## config.mk

```make
export PLATFORM = sky130hd
export DESIGN_NAME = wb_status_regs
export DESIGN_NICKNAME = d
export VERILOG_FILES = /design/src/frame_stream_pkg.sv /design/src/wb_status_regs.sv
export SDC_FILE = /design/constraint.sdc
export NUM_CORES = 1
export LEC_CHECK = 0
export BUFFER_PORTS_ARGS = -buffer_cell sky130_fd_sc_hd__buf_2
export CAP_MARGIN = 20
export CORE_MARGIN = 3
export CORE_UTILIZATION = 23
export CTS_BUF_LIST = sky130_fd_sc_hd__clkbuf_4 sky130_fd_sc_hd__clkbuf_8
export DETAILED_ROUTE_END_ITERATION = 10
export PLACE_DENSITY = 0.91
export REMOVE_ABC_BUFFERS = 1
export SETUP_SLACK_MARGIN = 0.2
export SLEW_MARGIN = 10
export SYNTH_ARGS = -nofsm -noshare
export SYNTH_HDL_FRONTEND = slang
export SYNTH_SLANG_ARGS = --single-unit
```

## constraint.sdc

```tcl
create_clock -name WBs_CLK_i -period 1.7 [get_ports WBs_CLK_i]
set_clock_uncertainty 0.1 [all_clocks]
set_input_delay 0.085 -clock WBs_CLK_i [delete_from_list [all_inputs] [get_ports WBs_CLK_i]]
set_output_delay 0.085 -clock WBs_CLK_i [all_outputs]
set_load 0.05 [all_outputs]
```

## src/frame_stream_pkg.sv

```systemverilog
// Shared widths, QSPI constants and packed bus types
// for the camera to QSPI SRAM streaming bridge

package frame_stream_pkg;

	// ------------------------------
	// Widths
	// ------------------------------
	parameter int WORD_W      = 32;    // Buffered word
	parameter int PIX_W       = 8;     // One camera byte
	parameter int QSPI_ADDR_W = 24;    // SRAM byte address
	parameter int QSPI_NIB_W  = 4;     // Quad lane width
	parameter int WB_ADDR_W   = 11;    // Wishbone address space of the host bridge

	// ------------------------------
	// QSPI SRAM constants
	// ------------------------------
	parameter logic [7:0] QSPI_CMD_WRITE = 8'h38;    // Quad write, sent serially on DQ0

	// One buffered word
	typedef logic [WORD_W-1:0] word_t;

	// Camera sample, taken every clock
	typedef struct packed {
		logic             vsync;    // Frame active
		logic             href;     // Line active
		logic [PIX_W-1:0] data;     // Pixel byte
	} cam_in_t;

	// SRAM pins
	typedef struct packed {
		logic                  nce;    // Chip enable, low active
		logic                  oe;     // 1 = drive DQ
		logic [QSPI_NIB_W-1:0] dq;     // Quad data lines
	} qspi_pins_t;

	// Wishbone request from the host
	typedef struct packed {
		logic              cyc;         // Cycle valid
		logic              stb;         // Strobe
		logic              we;          // Write enable
		logic [3:0]        byte_sel;    // Byte lanes
		logic [WORD_W-1:0] dat;         // Write data
	} wb_req_t;

	// Status levels collected at the top
	typedef struct packed {
		logic stream_en;    // Control bit echo
		logic overrun;      // Sticky drop flag
		logic fill_bank;    // Bank the camera writes
		logic busy;         // Streamer mid transaction
		logic vsync;        // Raw camera vsync
	} status_t;

endpackage

```

## src/wb_status_regs.sv

```systemverilog
// Wishbone control and status register
// Bit 0 stream enable, write 1 to bit 1 clears overrun
`timescale 1ns/1ps

module wb_status_regs (
	input  logic                      WBs_CLK_i,        // System clock
	input  logic                      WBs_RST_i,        // Async reset, high
	input  frame_stream_pkg::wb_req_t wb_req_i,         // Host request
	output frame_stream_pkg::word_t   wb_dat_o,         // Read data
	output logic                      wb_ack_o,         // One cycle acknowledge
	input  frame_stream_pkg::status_t status_i,         // Levels from the datapath
	output logic                      stream_en_o,      // Streaming enabled
	output logic                      clr_overrun_o     // Clear strobe
);

	import frame_stream_pkg::*;

	localparam int STAT_BITS = 5;    // Defined read bits

	logic                 ack_nxt;   // Access accepted this cycle
	logic                 wr_acc;    // Accepted write, low byte enabled
	logic [STAT_BITS-1:0] rd_bits;   // Packed read field

	// ------------------------------
	// Access decode
	// ------------------------------
	assign ack_nxt = wb_req_i.cyc & wb_req_i.stb & ~wb_ack_o;
	assign wr_acc  = ack_nxt & wb_req_i.we & wb_req_i.byte_sel[0];

	// ------------------------------
	// Acknowledge and control bits
	// ------------------------------
	always_ff @(posedge WBs_CLK_i or posedge WBs_RST_i) begin
		if (WBs_RST_i) begin
			wb_ack_o      <= 1'b0;
			stream_en_o   <= 1'b0;
			clr_overrun_o <= 1'b0;
		end else begin
			wb_ack_o      <= ack_nxt;                    // Exactly one cycle
			clr_overrun_o <= wr_acc & wb_req_i.dat[1];   // Write-one-to-clear
			if (wr_acc)
				stream_en_o <= wb_req_i.dat[0];
		end
	end

	// ------------------------------
	// Read back
	// ------------------------------
	// Bit 0 comes from the local register, not the status echo
	assign rd_bits = {
		status_i.vsync,       // Bit 4
		status_i.fill_bank,   // Bit 3
		status_i.busy,        // Bit 2
		status_i.overrun,     // Bit 1
		stream_en_o           // Bit 0
	};

	assign wb_dat_o = WORD_W'(rd_bits);    // Zeros above

endmodule
```

======== After elaboration in Yosys (flattened, before gate mapping) ========
Cells that the tools add are included.
word-level totals
  bits in registers ....................... 3
  input port bits ......................... 46
  output and inout bits ................... 35
  word-level logic and storage cells ...... 9
cells by class
  bitwise logic cells ..................... 6
operators by type and width
  cell               number
  bitwise AND 1 bit  5
  inverter 1 bit     1

======== Depth between registers and ports, before layout ========
  depth after elaboration ................. 5
  depth in mapped cells ................... 3
  depth with buffers taken out ............ 3

======== Worst setup path after synthesis ========
No wires, ideal clock.
  path type ............................... register to register
  start point ............................. register wb_ack_o
  end point ............................... register stream_en_o
  library setup time ...................... 0.125 ns
  data arrival time ....................... 1.293 ns
  required time ........................... 1.475 ns
  setup slack ............................. 0.182 ns
  cell stages (with the launch flop) ...... 4
  buffers on the path ..................... 0
  clock period less this slack ............ 1.518 ns
  cells stage by stage .................... dfrtp_1 and3b_1 and3_4 mux2_4
on the way
  longest elaborated chain between the ends .. 4
ends and longest elaborated chain
  element                         RTL line              RTL
  start: declaration              wb_status_regs.sv:10  output logic wb_ack_o,
  start signal: assignment        wb_status_regs.sv:39  wb_ack_o <= ack_nxt;
  inverter 1 bit                  wb_status_regs.sv:27  assign ack_nxt = wb_req_i.cyc & wb_req_i.stb & ~wb_ack_o;
  bitwise AND 1 bit               wb_status_regs.sv:27
  named net ack_nxt               wb_status_regs.sv:20  logic ack_nxt;
  bitwise AND 1 bit (2 in a row)  wb_status_regs.sv:28  assign wr_acc = ack_nxt & wb_req_i.we & wb_req_i.byte_sel[0];
  end signal: assignment          wb_status_regs.sv:42  stream_en_o <= wb_req_i.dat[0];
  end: declaration                wb_status_regs.sv:12  output logic stream_en_o,
The timed path passes the listed nets, and every way through them passes these cells.
A chain may end at the register's enable or synchronous reset.

======== Worst setup path after layout ========
Same ends and word-level chain as after synthesis.

==> run metrics <==
leading cell types in the layout, fill and taps excluded sky130_fd_sc_hd__conb_1, sky130_fd_sc_hd__buf_2, sky130_fd_sc_hd__clkbuf_4; Place WS 0.3659 ns; I/O pin count between 80 and 90; Max Slew Vio Count 0; total die area 2103 um2; Antenna Cells 0; total grt overflow 0; mean cell area of the mapped netlist 8.911 um2; critical path's largest stage delay approximately 0.37 ns; Net count, final 100; final critical-path share of the clock period 78.09%; top fanout value on the critical path 2; post-detailed-route wirelength per cell between 9 and 10 um; crit path kind reg2reg; total power density per cell area 1232 nW/um2; startpoint of the worst hold path wb_req_i[38]; nature of the critical path startpoint flip-flop; via count of the first global-routing pass approximately 160; TritonCTS clock tree done; core region area 1399 um2; drt total wl 625 um; Cells after Synth 41; fraction of final layout cells with drive strength greater than 1 33.96%; Residual DRC 0; total of cells resized after clock tree synthesis 0; leading cell type in the layout, fill and taps excluded sky130_fd_sc_hd__conb_1; Worst R2R Path Depth 3; Post CTS Setup Buffer Count 0; initial antenna violation count 0; LEAKAGE 0.2301 nW; last weighted congestion value of the routability-driven placer 0.5839; starting density of the core 26.12%; first-pass GRT wire length 745 um; count of final hold-check violations 0; RSZ-0062 raised after global routing false; minimum clock period after layout 1.328 ns; register bit total from synthesis 3; hold depth 2; worst endpoint data arrival time 1.34 ns; Cell Rows 13; Worst Path Required between 1.5 and 2 ns; nature of the critical path endpoint flip-flop; hold buffers post-CTS 3; Critical path origin wb_ack_o$_DFF_PP0_; floorplan die width between 40 and 50 um; H-tree lvl count 1; clock insertion delay at the later pin of the skew report 0.23 ns; number of detailed-routing iterations run before antenna repair 2; warning count from the yosys run 0; minimum setup slack among reg-to-reg paths about 0.37 ns; quantity of I/O buffers inserted on ports 11; pin count of the biggest net entering global routing 4; cell at the root of the clock tree sky130_fd_sc_hd__clkbuf_4; startpoint of the worst-slack reg-to-reg timing path wb_ack_o$_DFF_PP0_; maximum clock frequency 753.2 MHz; critical path cell sequence and3b_1 > and3_4 > mux2_4; area delta synth->final -2.397%; final setup violation count 0; area of the mapped netlist 365.4 um2; number of buffers added by the clock tree synthesis step 3; Post-Route Setup TNS 0 ns; gr usage total 5.812%; CTS max path bufs 2; final antenna-violating net count 0; clk sinks 3; end of the worst register-to-register path stream_en_o$_DFFE_PP0P_; clk slew on worst S/H paths approximately 0.04 ns; Worst Hold Endpoint wb_ack_o$_DFF_PP0_; half-perimeter wire length of the detailed placement result 561.7 um; via count 192; total of max-cap violations 0; fraction of the yosys area taken by sequential cells 20.55%; result of the run complete, no violations; classification of the worst-slack hold path in2reg; DIE HEIGHT 45.86 um; Synth cell types 8; vias per std cell 2.824; worst ir drop on vdd ~0.21 mV; slowest stage cell on the critical path sky130_fd_sc_hd__dfrtp_1; final setup slack of the worst path 0.3724 ns; drt first-iter violations 2
-- flip-flops by register name, indices dropped and copies added, names as in the netlist --
| register | flops |
|---|---|
| stream_en_o | 1 |
| wb_ack_o | 1 |
| clr_overrun_o | 1 |
-- synthesized netlist by cell type --
cell,instances,area [um2]
sky130_fd_sc_hd__and2_2,1,7.510
sky130_fd_sc_hd__mux2_4,1,15.01
sky130_fd_sc_hd__conb_1,1,3.750
sky130_fd_sc_hd__buf_4,32,240.2
sky130_fd_sc_hd__inv_1,1,3.750
sky130_fd_sc_hd__and3b_1,1,8.760
sky130_fd_sc_hd__dfrtp_1,3,75.07
sky130_fd_sc_hd__and3_4,1,11.26
-- report_power, final --
part	switching, W	internal [W]
logic	0.000189	0.0000283
registers	0.00000566	0.0000793
clock network	0.0000330	0.000104
-- how the worst max path moves through the flow --
stage / cells past startpoint / end
6_report: 3 / stream_en_o$_DFFE_PP0P_
5_1_grt: 3 / stream_en_o$_DFFE_PP0P_
4_1_cts: 3 / stream_en_o$_DFFE_PP0P_
3_5_place_dp: 3 / stream_en_o$_DFFE_PP0P_
3_3_place_gp: 3 / stream_en_o$_DFFE_PP0P_
2_1_floorplan: 3 / stream_en_o$_DFFE_PP0P_
-- critical path, delay by kind of cell, from the launching register on --
kind	cells	cell delay, ns
mux	1	0.29
flops	1	0.37
simple gates	2	0.45
-- routing by layer --
layer  vias to the layer above  GRT usage [%]  routed length, um
li1                         88              -                  -
met1                        78          4.907                182
met2                        26          6.044                255
met3                         0          8.300                188
met4                         0          5.114                  0
met5                         -              0                  0
-- per-stage QoR --
| step | util [%] | hold slack (ns) | instances | power (W) | cell area, um2 |
|---|---|---|---|---|---|
| final | 25.49 | 0.06959 | 68 | 0.0004393 | 356.6 |
| after CTS | 25.49 | 0.07037 | 68 | 0.0004431 | 356.6 |
| after floorplan | - | -0.2614 | 35 | 0.0002731 | 222.7 |
| after global placement | 21.20 | -0.1540 | 61 | 0.0002944 | 296.5 |
| after global routing | 25.49 | 0.07030 | 68 | 0.0004582 | 356.6 |
| after detailed placement | 21.20 | -0.1476 | 61 | 0.0002962 | 296.5 |
-- kinds of logic (layout without fill, tap and decap cells) --
group	after synthesis	after routing	synth area share, %
buffers and inverters	33	19	66.78
DFF	3	3	20.55
and+or+nand+nor	3	3	7.535
other	1	27	1.026
muxes	1	1	4.108
-- area by class of cell --
class	count	area (um2)
Fill cell	148	1042
Multi-Input combinational cell	31	143.9
Timing Repair Buffer	14	85.08
Sequential cell	3	75.07
Clock buffer	4	30.03
Tap cell	15	18.77
Inverter	1	3.754
No activity file was read; power rests on OpenSTA's default activity.
