File: config.mk
export PLATFORM = sky130hd
export DESIGN_NAME = cam_pixel_packer
export DESIGN_NICKNAME = d
export VERILOG_FILES = /design/src/frame_stream_pkg.sv /design/src/cam_pixel_packer.sv
export SDC_FILE = /design/constraint.sdc
export NUM_CORES = 1
export LEC_CHECK = 0
export ABC_AREA = 1
export ABC_CLOCK_PERIOD_IN_PS = 1900
export BUFFER_PORTS_ARGS = -buffer_cell sky130_fd_sc_hd__buf_2
export CAP_MARGIN = 0
export CORE_MARGIN = 2
export CORE_UTILIZATION = 46
export DETAILED_ROUTE_END_ITERATION = 12
export GPL_ROUTABILITY_DRIVEN = 0
export GPL_TIMING_DRIVEN = 0
export PLACE_DENSITY = 0.73
export SYNTH_ARGS = -nofsm -noshare
export SYNTH_HDL_FRONTEND = slang
export SYNTH_SLANG_ARGS = --single-unit
export TNS_END_PERCENT = 1
File: constraint.sdc
create_clock -name WBs_CLK_i -period 1.9 [get_ports WBs_CLK_i]
set_clock_uncertainty 0.15 [all_clocks]
set_input_delay 0 -clock WBs_CLK_i [delete_from_list [all_inputs] [get_ports WBs_CLK_i]]
set_output_delay 0 -clock WBs_CLK_i [all_outputs]
set_load 0.01 [all_outputs]
File: src/frame_stream_pkg.sv
// Shared widths, QSPI constants and packed bus types
// for the camera to QSPI SRAM streaming bridge

package frame_stream_pkg;

	// ------------------------------
	// Widths
	// ------------------------------
	parameter int WORD_W      = 32;    // Buffered word
	parameter int PIX_W       = 8;     // One camera byte
	parameter int QSPI_ADDR_W = 24;    // SRAM byte address
	parameter int QSPI_NIB_W  = 4;     // Quad lane width
	parameter int WB_ADDR_W   = 11;    // Wishbone address space of the host bridge

	// ------------------------------
	// QSPI SRAM constants
	// ------------------------------
	parameter logic [7:0] QSPI_CMD_WRITE = 8'h38;    // Quad write, sent serially on DQ0

	// One buffered word
	typedef logic [WORD_W-1:0] word_t;

	// Camera sample, taken every clock
	typedef struct packed {
		logic             vsync;    // Frame active
		logic             href;     // Line active
		logic [PIX_W-1:0] data;     // Pixel byte
	} cam_in_t;

	// SRAM pins
	typedef struct packed {
		logic                  nce;    // Chip enable, low active
		logic                  oe;     // 1 = drive DQ
		logic [QSPI_NIB_W-1:0] dq;     // Quad data lines
	} qspi_pins_t;

	// Wishbone request from the host
	typedef struct packed {
		logic              cyc;         // Cycle valid
		logic              stb;         // Strobe
		logic              we;          // Write enable
		logic [3:0]        byte_sel;    // Byte lanes
		logic [WORD_W-1:0] dat;         // Write data
	} wb_req_t;

	// Status levels collected at the top
	typedef struct packed {
		logic stream_en;    // Control bit echo
		logic overrun;      // Sticky drop flag
		logic fill_bank;    // Bank the camera writes
		logic busy;         // Streamer mid transaction
		logic vsync;        // Raw camera vsync
	} status_t;

endpackage

File: src/cam_pixel_packer.sv
// Camera byte qualifier and 4-byte word packer
// First byte of a word lands in the top byte
`timescale 1ns/1ps

module cam_pixel_packer (
	input  logic                      WBs_CLK_i,      // System clock
	input  logic                      WBs_RST_i,      // Async reset, high
	input  frame_stream_pkg::cam_in_t cam_i,          // Camera sample
	output frame_stream_pkg::word_t   pack_word_o,    // Packed word
	output logic                      pack_stb_o      // One cycle per word
);

	import frame_stream_pkg::*;

	localparam int BYTES_PER_WORD = WORD_W / PIX_W;
	localparam int CNT_W          = $clog2(BYTES_PER_WORD);
	localparam int HOLD_W         = WORD_W - PIX_W;    // Bytes kept before the last

	logic             byte_ok;     // Qualified byte this cycle
	logic             last_byte;   // Completes a word
	logic [CNT_W-1:0] byte_cnt;    // Bytes in the current word
	logic [HOLD_W-1:0] hold_sh;    // Earlier bytes of the word

	assign byte_ok   = cam_i.vsync & cam_i.href;
	assign last_byte = byte_ok && (byte_cnt == CNT_W'(BYTES_PER_WORD - 1));

	// ------------------------------
	// Byte count and strobe
	// ------------------------------
	always_ff @(posedge WBs_CLK_i or posedge WBs_RST_i) begin
		if (WBs_RST_i) begin
			byte_cnt   <= '0;
			pack_stb_o <= 1'b0;
		end else begin
			pack_stb_o <= last_byte;            // Strobe one clock after byte 4
			if (!cam_i.vsync)
				byte_cnt <= '0;                 // Partial word dropped at frame edge
			else if (byte_ok)
				byte_cnt <= byte_cnt + 1'b1;    // Wraps after the last byte
		end
	end

	// ------------------------------
	// Byte shifter
	// ------------------------------
	always_ff @(posedge WBs_CLK_i) begin
		if (byte_ok)
			hold_sh <= {hold_sh[HOLD_W-PIX_W-1:0], cam_i.data};    // Oldest byte moves up
		if (last_byte)
			pack_word_o <= {hold_sh, cam_i.data};                // Newest byte at the bottom
	end

endmodule

After elaboration in Yosys (flattened, before gate mapping). Cells that the tools add are included.

Bits in registers: 59. Input port bits: 12. Output and inout bits: 33. Logic and storage cells: 11.

$add $sub $neg: 1. Equality and inequality tests: 2. Muxes and demuxes: 2. Bitwise gates (word level): 1. Reduce and logical (&&, ||, !) cells: 1.

Operator list (number): two-way mux 2 bit (2); adder 2 x 1 -> 2 bit, second input constant (1); == test 2 bit, second input constant (1); inequality test 2 x 1 -> 1 bit, second input constant (1); AND 1 bit (1); logical AND 1 bit (1).

Logic depth before layout (Yosys ltp). Gate-level depths: netlist of the first run.

Word-level depth: 3. Mapped depth: 3. Mapped depth without buffers: 3.

Worst setup path before layout of the first run. Ideal clock, no wire load.

Kind: register to register. Start: register byte_cnt[0]. End: register pack_word_o[0] (enable). Setup time: 0.396 ns. Data arrival time: 1.400 ns. Required time: 1.354 ns. Path slack: -0.046 ns. Stages on the path, launching flop included: 4. Path buffers: 0. Period minus slack after synthesis: 1.946 ns. Path through: dfrtp_1 > ha_1 > inv_1 > nor2_2.

Word-level cells in the longest chain between the ends: 2.

Ends and longest elaborated chain: start, declared (RTL line cam_pixel_packer.sv:21) `logic [CNT_W-1:0] byte_cnt;`; start signal, assigned (RTL line cam_pixel_packer.sv:39) `byte_cnt <= byte_cnt + 1'b1;`; == test 2 bit (RTL line cam_pixel_packer.sv:25) `assign last_byte = byte_ok && (byte_cnt == CNT_W'(BYTES_PER_WORD - 1));`; logical AND 1 bit (RTL line cam_pixel_packer.sv:25); named net last_byte (RTL line cam_pixel_packer.sv:20) `logic last_byte;`; end signal, assigned (RTL line cam_pixel_packer.sv:50) `pack_word_o <= {hold_sh, cam_i.data};`; end, declared (RTL line cam_pixel_packer.sv:9) `output frame_stream_pkg::word_t pack_word_o,`.

The timed path passes the listed nets, and every way through them passes these cells. A chain may end at the register's enable or synchronous reset.

Worst setup path in the final report of the first run.
Start: register byte_cnt[0]. End: register pack_word_o[1] (enable).

Word-level cells in the longest chain between the ends: 2.

Ends and longest elaborated chain (RTL line): == test 2 bit (cam_pixel_packer.sv:25); logical AND 1 bit (cam_pixel_packer.sv:25).

Every way passes these cells.

==> impl_metrics.py, run 1 <==
metrics = {
    "yosys": {
        "muxShareOfSynthArea": 0,
        "synthCells": 73,
        "synth_compound_area_frac": 0,
        "synth-simple-area-share": 0.0219,
        "yosys_warnings": 0,
        "yosysUniqueCellTypes": 8,
        "synth_nets": 86,
        "yosys.area_share.adder": 0.00684,
        "synth.avg_cell_area_um2": 25.0,
        "ys_seq_area_frac": 0.961,
        "synth_seq_cells": 59,
        "synth_top_family_by_area": "simple AND/OR/NAND/NOR gates",
        "synthXorXnorAreaFrac": 0,
        "syn_area_mm2": 0.00183,
    },
    "floorplanning": {
        "rows": 22,
        "pin_count": 45,
        "die_y_um": 67.0,
        "fp.dieW_um": 67.0,
        "initial_utilization": 0.488,
        "dieArea_mm2": 0.00449,
        "coreArea_mm2": 0.00374,
    },
    "power_and_ir_drop": {
        "pwr_density_cell_mw_per_mm2": 1100,
        "p_leak_nw": 0.935,
        "vdd_drop_max_v": 0.000893,
        "finalPower_w": 0.00270,
    },
    "timing": {
        "setup_viol": 0,
        "setup_tns_ps": 0,
        "hold_slack_ps": 247,
        "final.min_clock_period_ps": 1780,
        "tightest_slew_ps": 877,
        "final_hold_viol_count": 0,
        "slew_headroom": 0.415,
        "grt_setup_unrepaired": "false",
        "finalCritPeriodShare": 0.935,
        "final_max_slew_viol_count": 0,
        "fmax_mhz": 563,
    },
    "run": {
        "drv_cap": 0,
    },
    "hold_path": {
        "hold_path_depth": 2,
        "hold_path_class": "in2reg",
    },
    "clock_tree": {
        "cts_tree": "done",
        "path_clk_slew_ps": 60,
        "cts-buffers-inserted": 9,
        "clkLatencyLatePin_ps": 320,
        "htree_levels": 3,
        "cts.sinks": 59,
        "clockBufferDepth": 2,
        "root_buffer": "clkbuf_8",
        "post_cts_buffers": 0,
        "ctsResizeCount": 0,
    },
    "final_layout": {
        "stdcell_count": 195,
        "post-route-cell-area_mm2": 0.00246,
        "fill_cells": 264,
        "antenna_cells": 0,
        "layout.nets": 155,
        "area_delta_synth_final_pct": 34.4,
        "seqCellArea_mm2": 0.00176,
        "multi_input_area_um2": 63.8,
        "drive_gt1_frac": 0.408,
    },
    "routing": {
        "vias": 876,
        "drt_wl_total_mm": 2.73,
        "wl_per_cell_um": 14.0,
        "drtPass1Iterations": 4,
        "avgViaCountPerCell": 4.49,
        "drc_errors": 0,
        "drtIter0Drc": 35,
        "drtAntennaViolNets": 0,
    },
    "global_routing": {
        "grt_max_degree": 34,
        "grt_usage": 0.136,
        "antenna_found_initial": 0,
        "grt_pass1_wl_mm": 3.97,
        "grt_overflow": 0,
        "grt_pass1_vias": 874,
    },
    "worst_setup_path": {
        "startpoint_type": "flop",
        "crit_required_ps": 1700,
        "reg2reg_depth": 3,
        "critPathCaptureType": "flop",
        "cp.arrival_ps": 1580,
        "crit_fanout": 16,
        "critical_path_class": "reg2reg",
    },
    "outcome": {
        "status": "completed",
    },
    "place": {
        "portBuffers": 44,
        "place_area_mm2": 0.00211,
        "place_inst": 165,
        "post-dp-hpwl_mm": 1.55,
    },
}
==> metal layers <==
metal  vias to the layer above  global-route usage  routed length [µm]
li1                        421                   -                   -
met5                         -                   0                   0
met2                        36               0.210                1380
met1                       413               0.136                1030
met3                         6              0.0726                 270
met4                         0              0.0995                  59
==> Yosys cell counts (all sizes together) <==
master  instances  area share
nand2           3      0.0075
nor2            1      0.0034
dfrtp           3       0.041
inv             5       0.010
nand3           4       0.011
ha              1      0.0068
edfxtp         56        0.92
==> flip-flops by register name, indices dropped and copies added (netlist names) <==
name,flops
pack_word_o,32
hold_sh,24
byte_cnt,2
pack_stb_o,1
==> layout by cell type, fill, tap and decap left out, types with 2 or more instances in the layout <==
cell            n
dfrtp_1         3
inv_1           5
nand3_1         4
edfxtp_1       56
nand2_1         2
buf_2          44
clkinv_1        2
dlygate4sd3_1  13
clkbuf_8        9
bufinv_16       2
==> logic make-up after synthesis <==
logic type / Yosys count
adder cells (fa/ha/maj): 1
flip-flops: 59
buffers and inverters: 5
AND/OR/NAND/NOR: 8
==> path summary, 6_finish.rpt <==
| check | start | end | slack, ps |
|---|---|---|---|
| worst max-delay path | byte_cnt[0] | pack_word_o[1] | 120 |
| worst min-delay path | cam_i[0] | pack_word_o[0] | 250 |
| worst max register to register | byte_cnt[0] | pack_word_o[1] | 120 |
| worst min register to register | hold_sh[23] | pack_word_o[31] | 270 |
| max in group asynchronous | WBs_RST_i | byte_cnt[1] | 940 |
| min in group asynchronous | WBs_RST_i | byte_cnt[0] | 520 |
==> metrics by stage <==
| stage | utilization | setup slack (ps) |
|---|---|---|
| CTS | 0.655 | 66.9 |
| finish | 0.656 | 123 |
| global placement | 0.565 | 108 |
| floorplan | - | 300 |
| global route | 0.656 | 22.6 |
| detailed placement | 0.565 | 66.9 |
==> repair_timing <==
item,in CTS,in global routing
endpoints found under the hold margin,21,0
hold buffers,13,0
endpoints found under the setup margin,0,32
==> layout make-up <==
| cell class | instances | area share |
|---|---|---|
| clock inverter | 6 | 0.0326 |
| timing repair buffer | 57 | 0.143 |
| multi-input combinational | 10 | 0.0260 |
| sequential | 59 | 0.715 |
| clock buffer | 10 | 0.0519 |
| tap | 48 | 0.0244 |
| inverter | 5 | 0.00764 |
==> worst max-delay path, cell delays in order, from the launching register on <==
cell and delay, ps:
dfrtp_1 390, ha_1 160, inv_1 80, nor2_2 630
==> where the power goes <==
| part | switching, W | leakage (nW) | internal (W) |
|---|---|---|---|
| sequential | 0.0000125 | 0.553 | 0.00146 |
| clock | 0.000435 | 0.101 | 0.000726 |
| combinational | 0.0000335 | 0.280 | 0.0000318 |
Power figures use the tool's default switching activity.
==> run 2, diff against run 1 <==
--- a/config.mk
+++ b/config.mk
@@ -5,8 +5,6 @@
 export SDC_FILE = /design/constraint.sdc
 export NUM_CORES = 1
 export LEC_CHECK = 0
-export ABC_AREA = 1
-export ABC_CLOCK_PERIOD_IN_PS = 1900
 export BUFFER_PORTS_ARGS = -buffer_cell sky130_fd_sc_hd__buf_2
 export CAP_MARGIN = 0
 export CORE_MARGIN = 2
==> impl_metrics.py, run 2 <==
metrics = {
    "routing": {
        "drtPass1Iterations": 4,
        "drtIter0Drc": 57,
        "drt_wl_total_mm": 2.60,
        "avgViaCountPerCell": 4.51,
        "wl_per_cell_um": 13.8,
        "vias": 848,
        "drtAntennaViolNets": 0,
        "drc_errors": 0,
    },
    "final_layout": {
        "fill_cells": 278,
        "final_common_cell": "edfxtp_1",
        "largest_reg_flops": 32,
        "stdcell_count": 188,
        "layout.nets": 148,
        "reg.largest.list": "pack_word_o: 32 flops, hold_sh: 24 flops, byte_cnt: 2 flops",
        "final_cell_mix": "edfxtp_1 (56), buf_2 (44), dlygate4sd3_1 (13)",
        "post-route-util": 0.643,
        "top_register": "pack_word_o",
        "area_delta_synth_final_pct": 32.3,
        "antenna_cells": 0,
        "drive_gt1_frac": 0.407,
    },
    "yosys": {
        "async_flop_share": 0.0508,
        "yosys_warnings": 0,
        "synth-simple-area-share": 0.0151,
        "synth_edf_count": 56,
        "synth_top_cells_by_count": "edfxtp_1 (56), dfrtp_1 (3)",
        "synth_seq_cells": 59,
        "yosysTopAreaCell": "edfxtp_1",
        "yosysMostFrequentCell": "edfxtp_1",
        "syn_area_mm2": 0.00182,
        "synth_compound_area_frac": 0,
        "synthXorXnorAreaFrac": 0.00481,
        "muxShareOfSynthArea": 0.00550,
        "synth_area_leaders": "edfxtp_1 (92%), dfrtp_1 (4.1%), ha_1 (0.69%)",
        "synth_nets": 80,
        "ys_seq_area_frac": 0.966,
        "synth.avg_cell_area_um2": 27.2,
        "yosys.area_share.adder": 0.00688,
        "synth_flop_cell": "edfxtp_1",
        "synth_top_area_frac": 0.924,
        "synth_top_family_by_area": "simple AND/OR/NAND/NOR gates",
        "yosysUniqueCellTypes": 10,
        "synthCells": 67,
    },
    "run": {
        "drv_cap": 0,
    },
    "floorplanning": {
        "pin_count": 45,
        "fp.dieW_um": 66.9,
        "dieArea_mm2": 0.00447,
        "die_y_um": 66.9,
        "rows": 22,
        "coreArea_mm2": 0.00374,
        "initial_utilization": 0.486,
    },
    "global_routing": {
        "grt_pass1_wl_mm": 4.10,
        "antenna_found_initial": 0,
        "grt_max_degree": 34,
        "grt_pass1_vias": 911,
        "grt_usage": 0.139,
        "grt_overflow": 0,
    },
    "timing": {
        "setup_tns_ps": 0,
        "final.min_clock_period_ps": 1710,
        "finalCritPeriodShare": 0.901,
        "hold_slack_ps": 248,
        "fmax_mhz": 584,
        "setup_viol": 0,
        "slew_headroom": 0.511,
        "grt_setup_unrepaired": "false",
        "tightest_slew_ps": 733,
        "final_max_slew_viol_count": 0,
        "final_hold_viol_count": 0,
    },
    "place": {
        "post-dp-hpwl_mm": 1.55,
        "place_inst": 159,
        "portBuffers": 44,
    },
    "worst_setup_path": {
        "cp.arrival_ps": 1510,
        "critPathCaptureType": "flop",
        "crit_fanout": 33,
        "crit_required_ps": 1700,
        "startpoint_type": "flop",
        "critical_path_class": "reg2reg",
    },
    "clock_tree": {
        "cts-buffers-inserted": 9,
        "cts_tree": "done",
        "post_cts_buffers": 0,
        "htree_levels": 3,
        "path_clk_slew_ps": 60,
        "cts_hold_buf": 13,
        "clockBufferDepth": 2,
        "ctsResizeCount": 0,
        "cts.sinks": 59,
        "clkLatencyLatePin_ps": 320,
        "root_buffer": "clkbuf_8",
    },
    "power_and_ir_drop": {
        "p_leak_nw": 0.912,
        "pwr_density_cell_mw_per_mm2": 1060,
        "vdd_drop_max_v": 0.000562,
    },
    "hold_path": {
        "hold_path_class": "in2reg",
    },
    "outcome": {
        "status": "completed",
    },
}
## run 2: cell count changes after synthesis, sizes merged
cell   previous run  this run
nor2b             0         1
and3              0         1
mux2i             0         1
and2              0         2
nor2              1         0
inv               5         1
xor2              0         1
nand2             3         0
nand3             4         0
## run 2: kinds of logic after synthesis
kind of cell               count (synthesis)
buffers and inverters                      1
adders and majority gates                  1
muxes                                      1
DFF                                       59
xor gates and xnor gates                   1
and+or+nand+nor                            4
## run 2: routing by layer
metal	vias up	wire length, µm	GRT usage	share of wire
met2	36	1330	0.230	0.51
li1	401	-	-	-
met4	0	48	0.0791	0.018
met5	-	0	0	0
met3	6	187	0.0726	0.072
met1	405	1040	0.139	0.40
## run 2: layout make-up
type	instances	area, µm²	area share
Multi-Input combinational cell	7	58.8	0.0244
Clock inverter	3	38.8	0.0161
Timing Repair Buffer	57	350	0.146
Clock buffer	13	139	0.0577
Inverter	1	3.75	0.00156
Tap cell	48	60.1	0.0249
Sequential cell	59	1760	0.730
## run 2: worst max-delay path: stages (launching register included)
cell     delay, ps
dfrtp_1        370
ha_1           150
and3_2         670
## run 2: path summary, 6_finish.rpt
kind	from	to	slack, ps	depth (start not counted)
worst max-delay path	byte_cnt[0]	pack_word_o[24]	190	2
min in group asynchronous	WBs_RST_i	pack_stb_o	490	4
worst min register to register	hold_sh[22]	pack_word_o[30]	270	0
max in group asynchronous	WBs_RST_i	byte_cnt[0]	980	4
worst max register to register	byte_cnt[0]	pack_word_o[24]	190	2
worst min-delay path	cam_i[6]	hold_sh[6]	250	2
## run 2: report_power, final
part | leakage, nW | internal (W) | switching [W] | total [W]
clock network | 0.0890 | 0.000601 | 0.000418 | 0.00102
registers | 0.553 | 0.00146 | 0.0000124 | 0.00147
logic | 0.270 | 0.0000359 | 0.0000312 | 0.0000671
## run 2: metrics by stage
step           worst slack (ps)  total power, W  area, µm²
2_1_floorplan               369         0.00151       1820
6_report                    188         0.00256       2410
4_1_cts                     159         0.00259       2410
3_5_place_dp                168         0.00154       2100
3_3_place_gp                212         0.00154       2100
5_1_grt                    50.7         0.00266       2410
==> run 3, diff against run 2 <==
--- a/config.mk
+++ b/config.mk
@@ -12,6 +12,7 @@
 export DETAILED_ROUTE_END_ITERATION = 12
 export GPL_ROUTABILITY_DRIVEN = 0
 export GPL_TIMING_DRIVEN = 0
+export MAX_ROUTING_LAYER = met4
 export PLACE_DENSITY = 0.73
 export SYNTH_ARGS = -nofsm -noshare
 export SYNTH_HDL_FRONTEND = slang
==> impl_metrics.py, run 3 (synthesis gave the netlist of run 2 again) <==
metrics = {
    "worst_setup_path": {
        "startpoint_type": "flop",
        "crit_required_ps": 1710,
        "cp_slowest_cell": "and3_2",
        "critPathCaptureType": "flop",
        "critical_path_class": "reg2reg",
        "crit_fanout": 33,
        "reg2reg_depth": 2,
        "crit_chain": "ha_1 -> and3_2",
        "cp.arrival_ps": 1520,
        "critPathMaxStageDelay_ps": 670,
    },
    "global_routing": {
        "grt_usage": 0.144,
        "grt_overflow": 0,
        "antenna_found_initial": 0,
        "grt_max_degree": 34,
        "grt_pass1_wl_mm": 4.10,
        "grt_pass1_vias": 910,
    },
    "timing": {
        "tightest_slew_ps": 740,
        "setup_tns_ps": 0,
        "final.min_clock_period_ps": 1720,
        "final_hold_viol_count": 0,
        "fmax_mhz": 582,
        "final_max_slew_viol_count": 0,
        "setup_ws_ps": 183,
        "hold_slack_ps": 246,
        "finalCritPeriodShare": 0.904,
        "slew_headroom": 0.506,
        "grt_setup_unrepaired": "false",
        "setup_viol": 0,
    },
    "clock_tree": {
        "clockBufferDepth": 2,
        "cts-buffers-inserted": 9,
        "root_buffer": "clkbuf_8",
        "post_cts_buffers": 0,
        "htree_levels": 3,
        "cts.sinks": 59,
        "path_clk_slew_ps": 60,
        "cts_tree": "done",
        "clkLatencyLatePin_ps": 320,
    },
    "floorplanning": {
        "die_y_um": 66.9,
        "pin_count": 45,
        "coreArea_mm2": 0.00374,
        "dieArea_mm2": 0.00447,
        "initial_utilization": 0.486,
        "fp.dieW_um": 66.9,
        "rows": 22,
    },
    "final_layout": {
        "final_cell_mix": "edfxtp_1 (56), buf_2 (44), dlygate4sd3_1 (13)",
        "post-route-cell-area_mm2": 0.00241,
        "antenna_cells": 0,
        "largest_reg_flops": 32,
        "seqCellArea_mm2": 0.00176,
        "reg.largest.list": "pack_word_o: 32 flops, hold_sh: 24 flops, byte_cnt: 2 flops",
        "final_common_cell": "edfxtp_1",
        "area_delta_synth_final_pct": 32.3,
        "layout.nets": 148,
        "multi_input_area_um2": 58.8,
        "drive_gt1_frac": 0.407,
        "fill_cells": 278,
        "top_register": "pack_word_o",
    },
    "routing": {
        "wl_per_cell_um": 13.9,
        "avgViaCountPerCell": 4.52,
        "drc_errors": 0,
        "drtPass1Iterations": 4,
        "vias": 850,
        "drtAntennaViolNets": 0,
        "drt_wl_total_mm": 2.62,
        "drtIter0Drc": 58,
    },
    "place": {
        "place_area_mm2": 0.00210,
        "post-dp-hpwl_mm": 1.55,
        "post-place-ws_ps": 168,
        "portBuffers": 44,
    },
    "power_and_ir_drop": {
        "finalPower_w": 0.00256,
        "p_leak_nw": 0.912,
        "vdd_drop_max_v": 0.000563,
        "pwr_density_cell_mw_per_mm2": 1060,
    },
    "outcome": {
        "status": "completed",
    },
    "hold_path": {
        "hold_path_depth": 2,
        "hold_path_class": "in2reg",
    },
    "run": {
        "drv_cap": 0,
    },
}
-- run 3: worst paths after layout --
path,to,slack (ps),from
min in group asynchronous,pack_stb_o,480,WBs_RST_i
setup reg to reg,pack_word_o[29],180,byte_cnt[0]
setup / recovery,pack_word_o[29],180,byte_cnt[0]
max in group asynchronous,byte_cnt[0],980,WBs_RST_i
hold reg to reg,pack_word_o[30],270,hold_sh[22]
hold / removal,hold_sh[6],250,cam_i[6]
-- run 3: power by group --
| part | switching (W) | leakage (nW) | internal [W] | total (W) |
|---|---|---|---|---|
| clock network | 0.000419 | 0.0890 | 0.000601 | 0.00102 |
| logic | 0.0000313 | 0.270 | 0.0000359 | 0.0000672 |
| registers | 0.0000124 | 0.553 | 0.00146 | 0.00147 |
-- run 3: cell type report --
type | instances | share of cell area
clock buffer | 13 | 0.0577
clock inverter | 3 | 0.0161
inverter | 1 | 0.00156
multi-input combinational | 7 | 0.0244
sequential | 59 | 0.730
tap | 48 | 0.0249
timing repair buffer | 57 | 0.146
-- run 3: stage by stage --
| stage | utilization | std cells |
|---|---|---|
| floorplan | - | 67 |
| global placement | 0.561 | 159 |
| detailed placement | 0.561 | 159 |
| CTS | 0.643 | 188 |
| global route | 0.643 | 188 |
| finish | 0.643 | 188 |
-- run 3: per-layer routing --
metal  vias to the layer above  track usage  part of all wire
li1                        401            -                 -
met1                       404        0.141              0.40
met2                        38        0.230              0.52
met3                         7       0.0794             0.066
met4                         0       0.0714             0.019
met5                         -            -                 0
-- run 3: timing repair --
item | in CTS | in global routing
gates resized for setup | 0 | 0
hold buffers | 13 | 0
endpoints found under the hold margin | 21 | 0
-- run 3: critical path: cells and delay by family (launching register included) --
| family | cells | cell delay [ps] |
|---|---|---|
| simple gates | 1 | 670 |
| fa+ha+maj | 1 | 150 |
| flops | 1 | 370 |
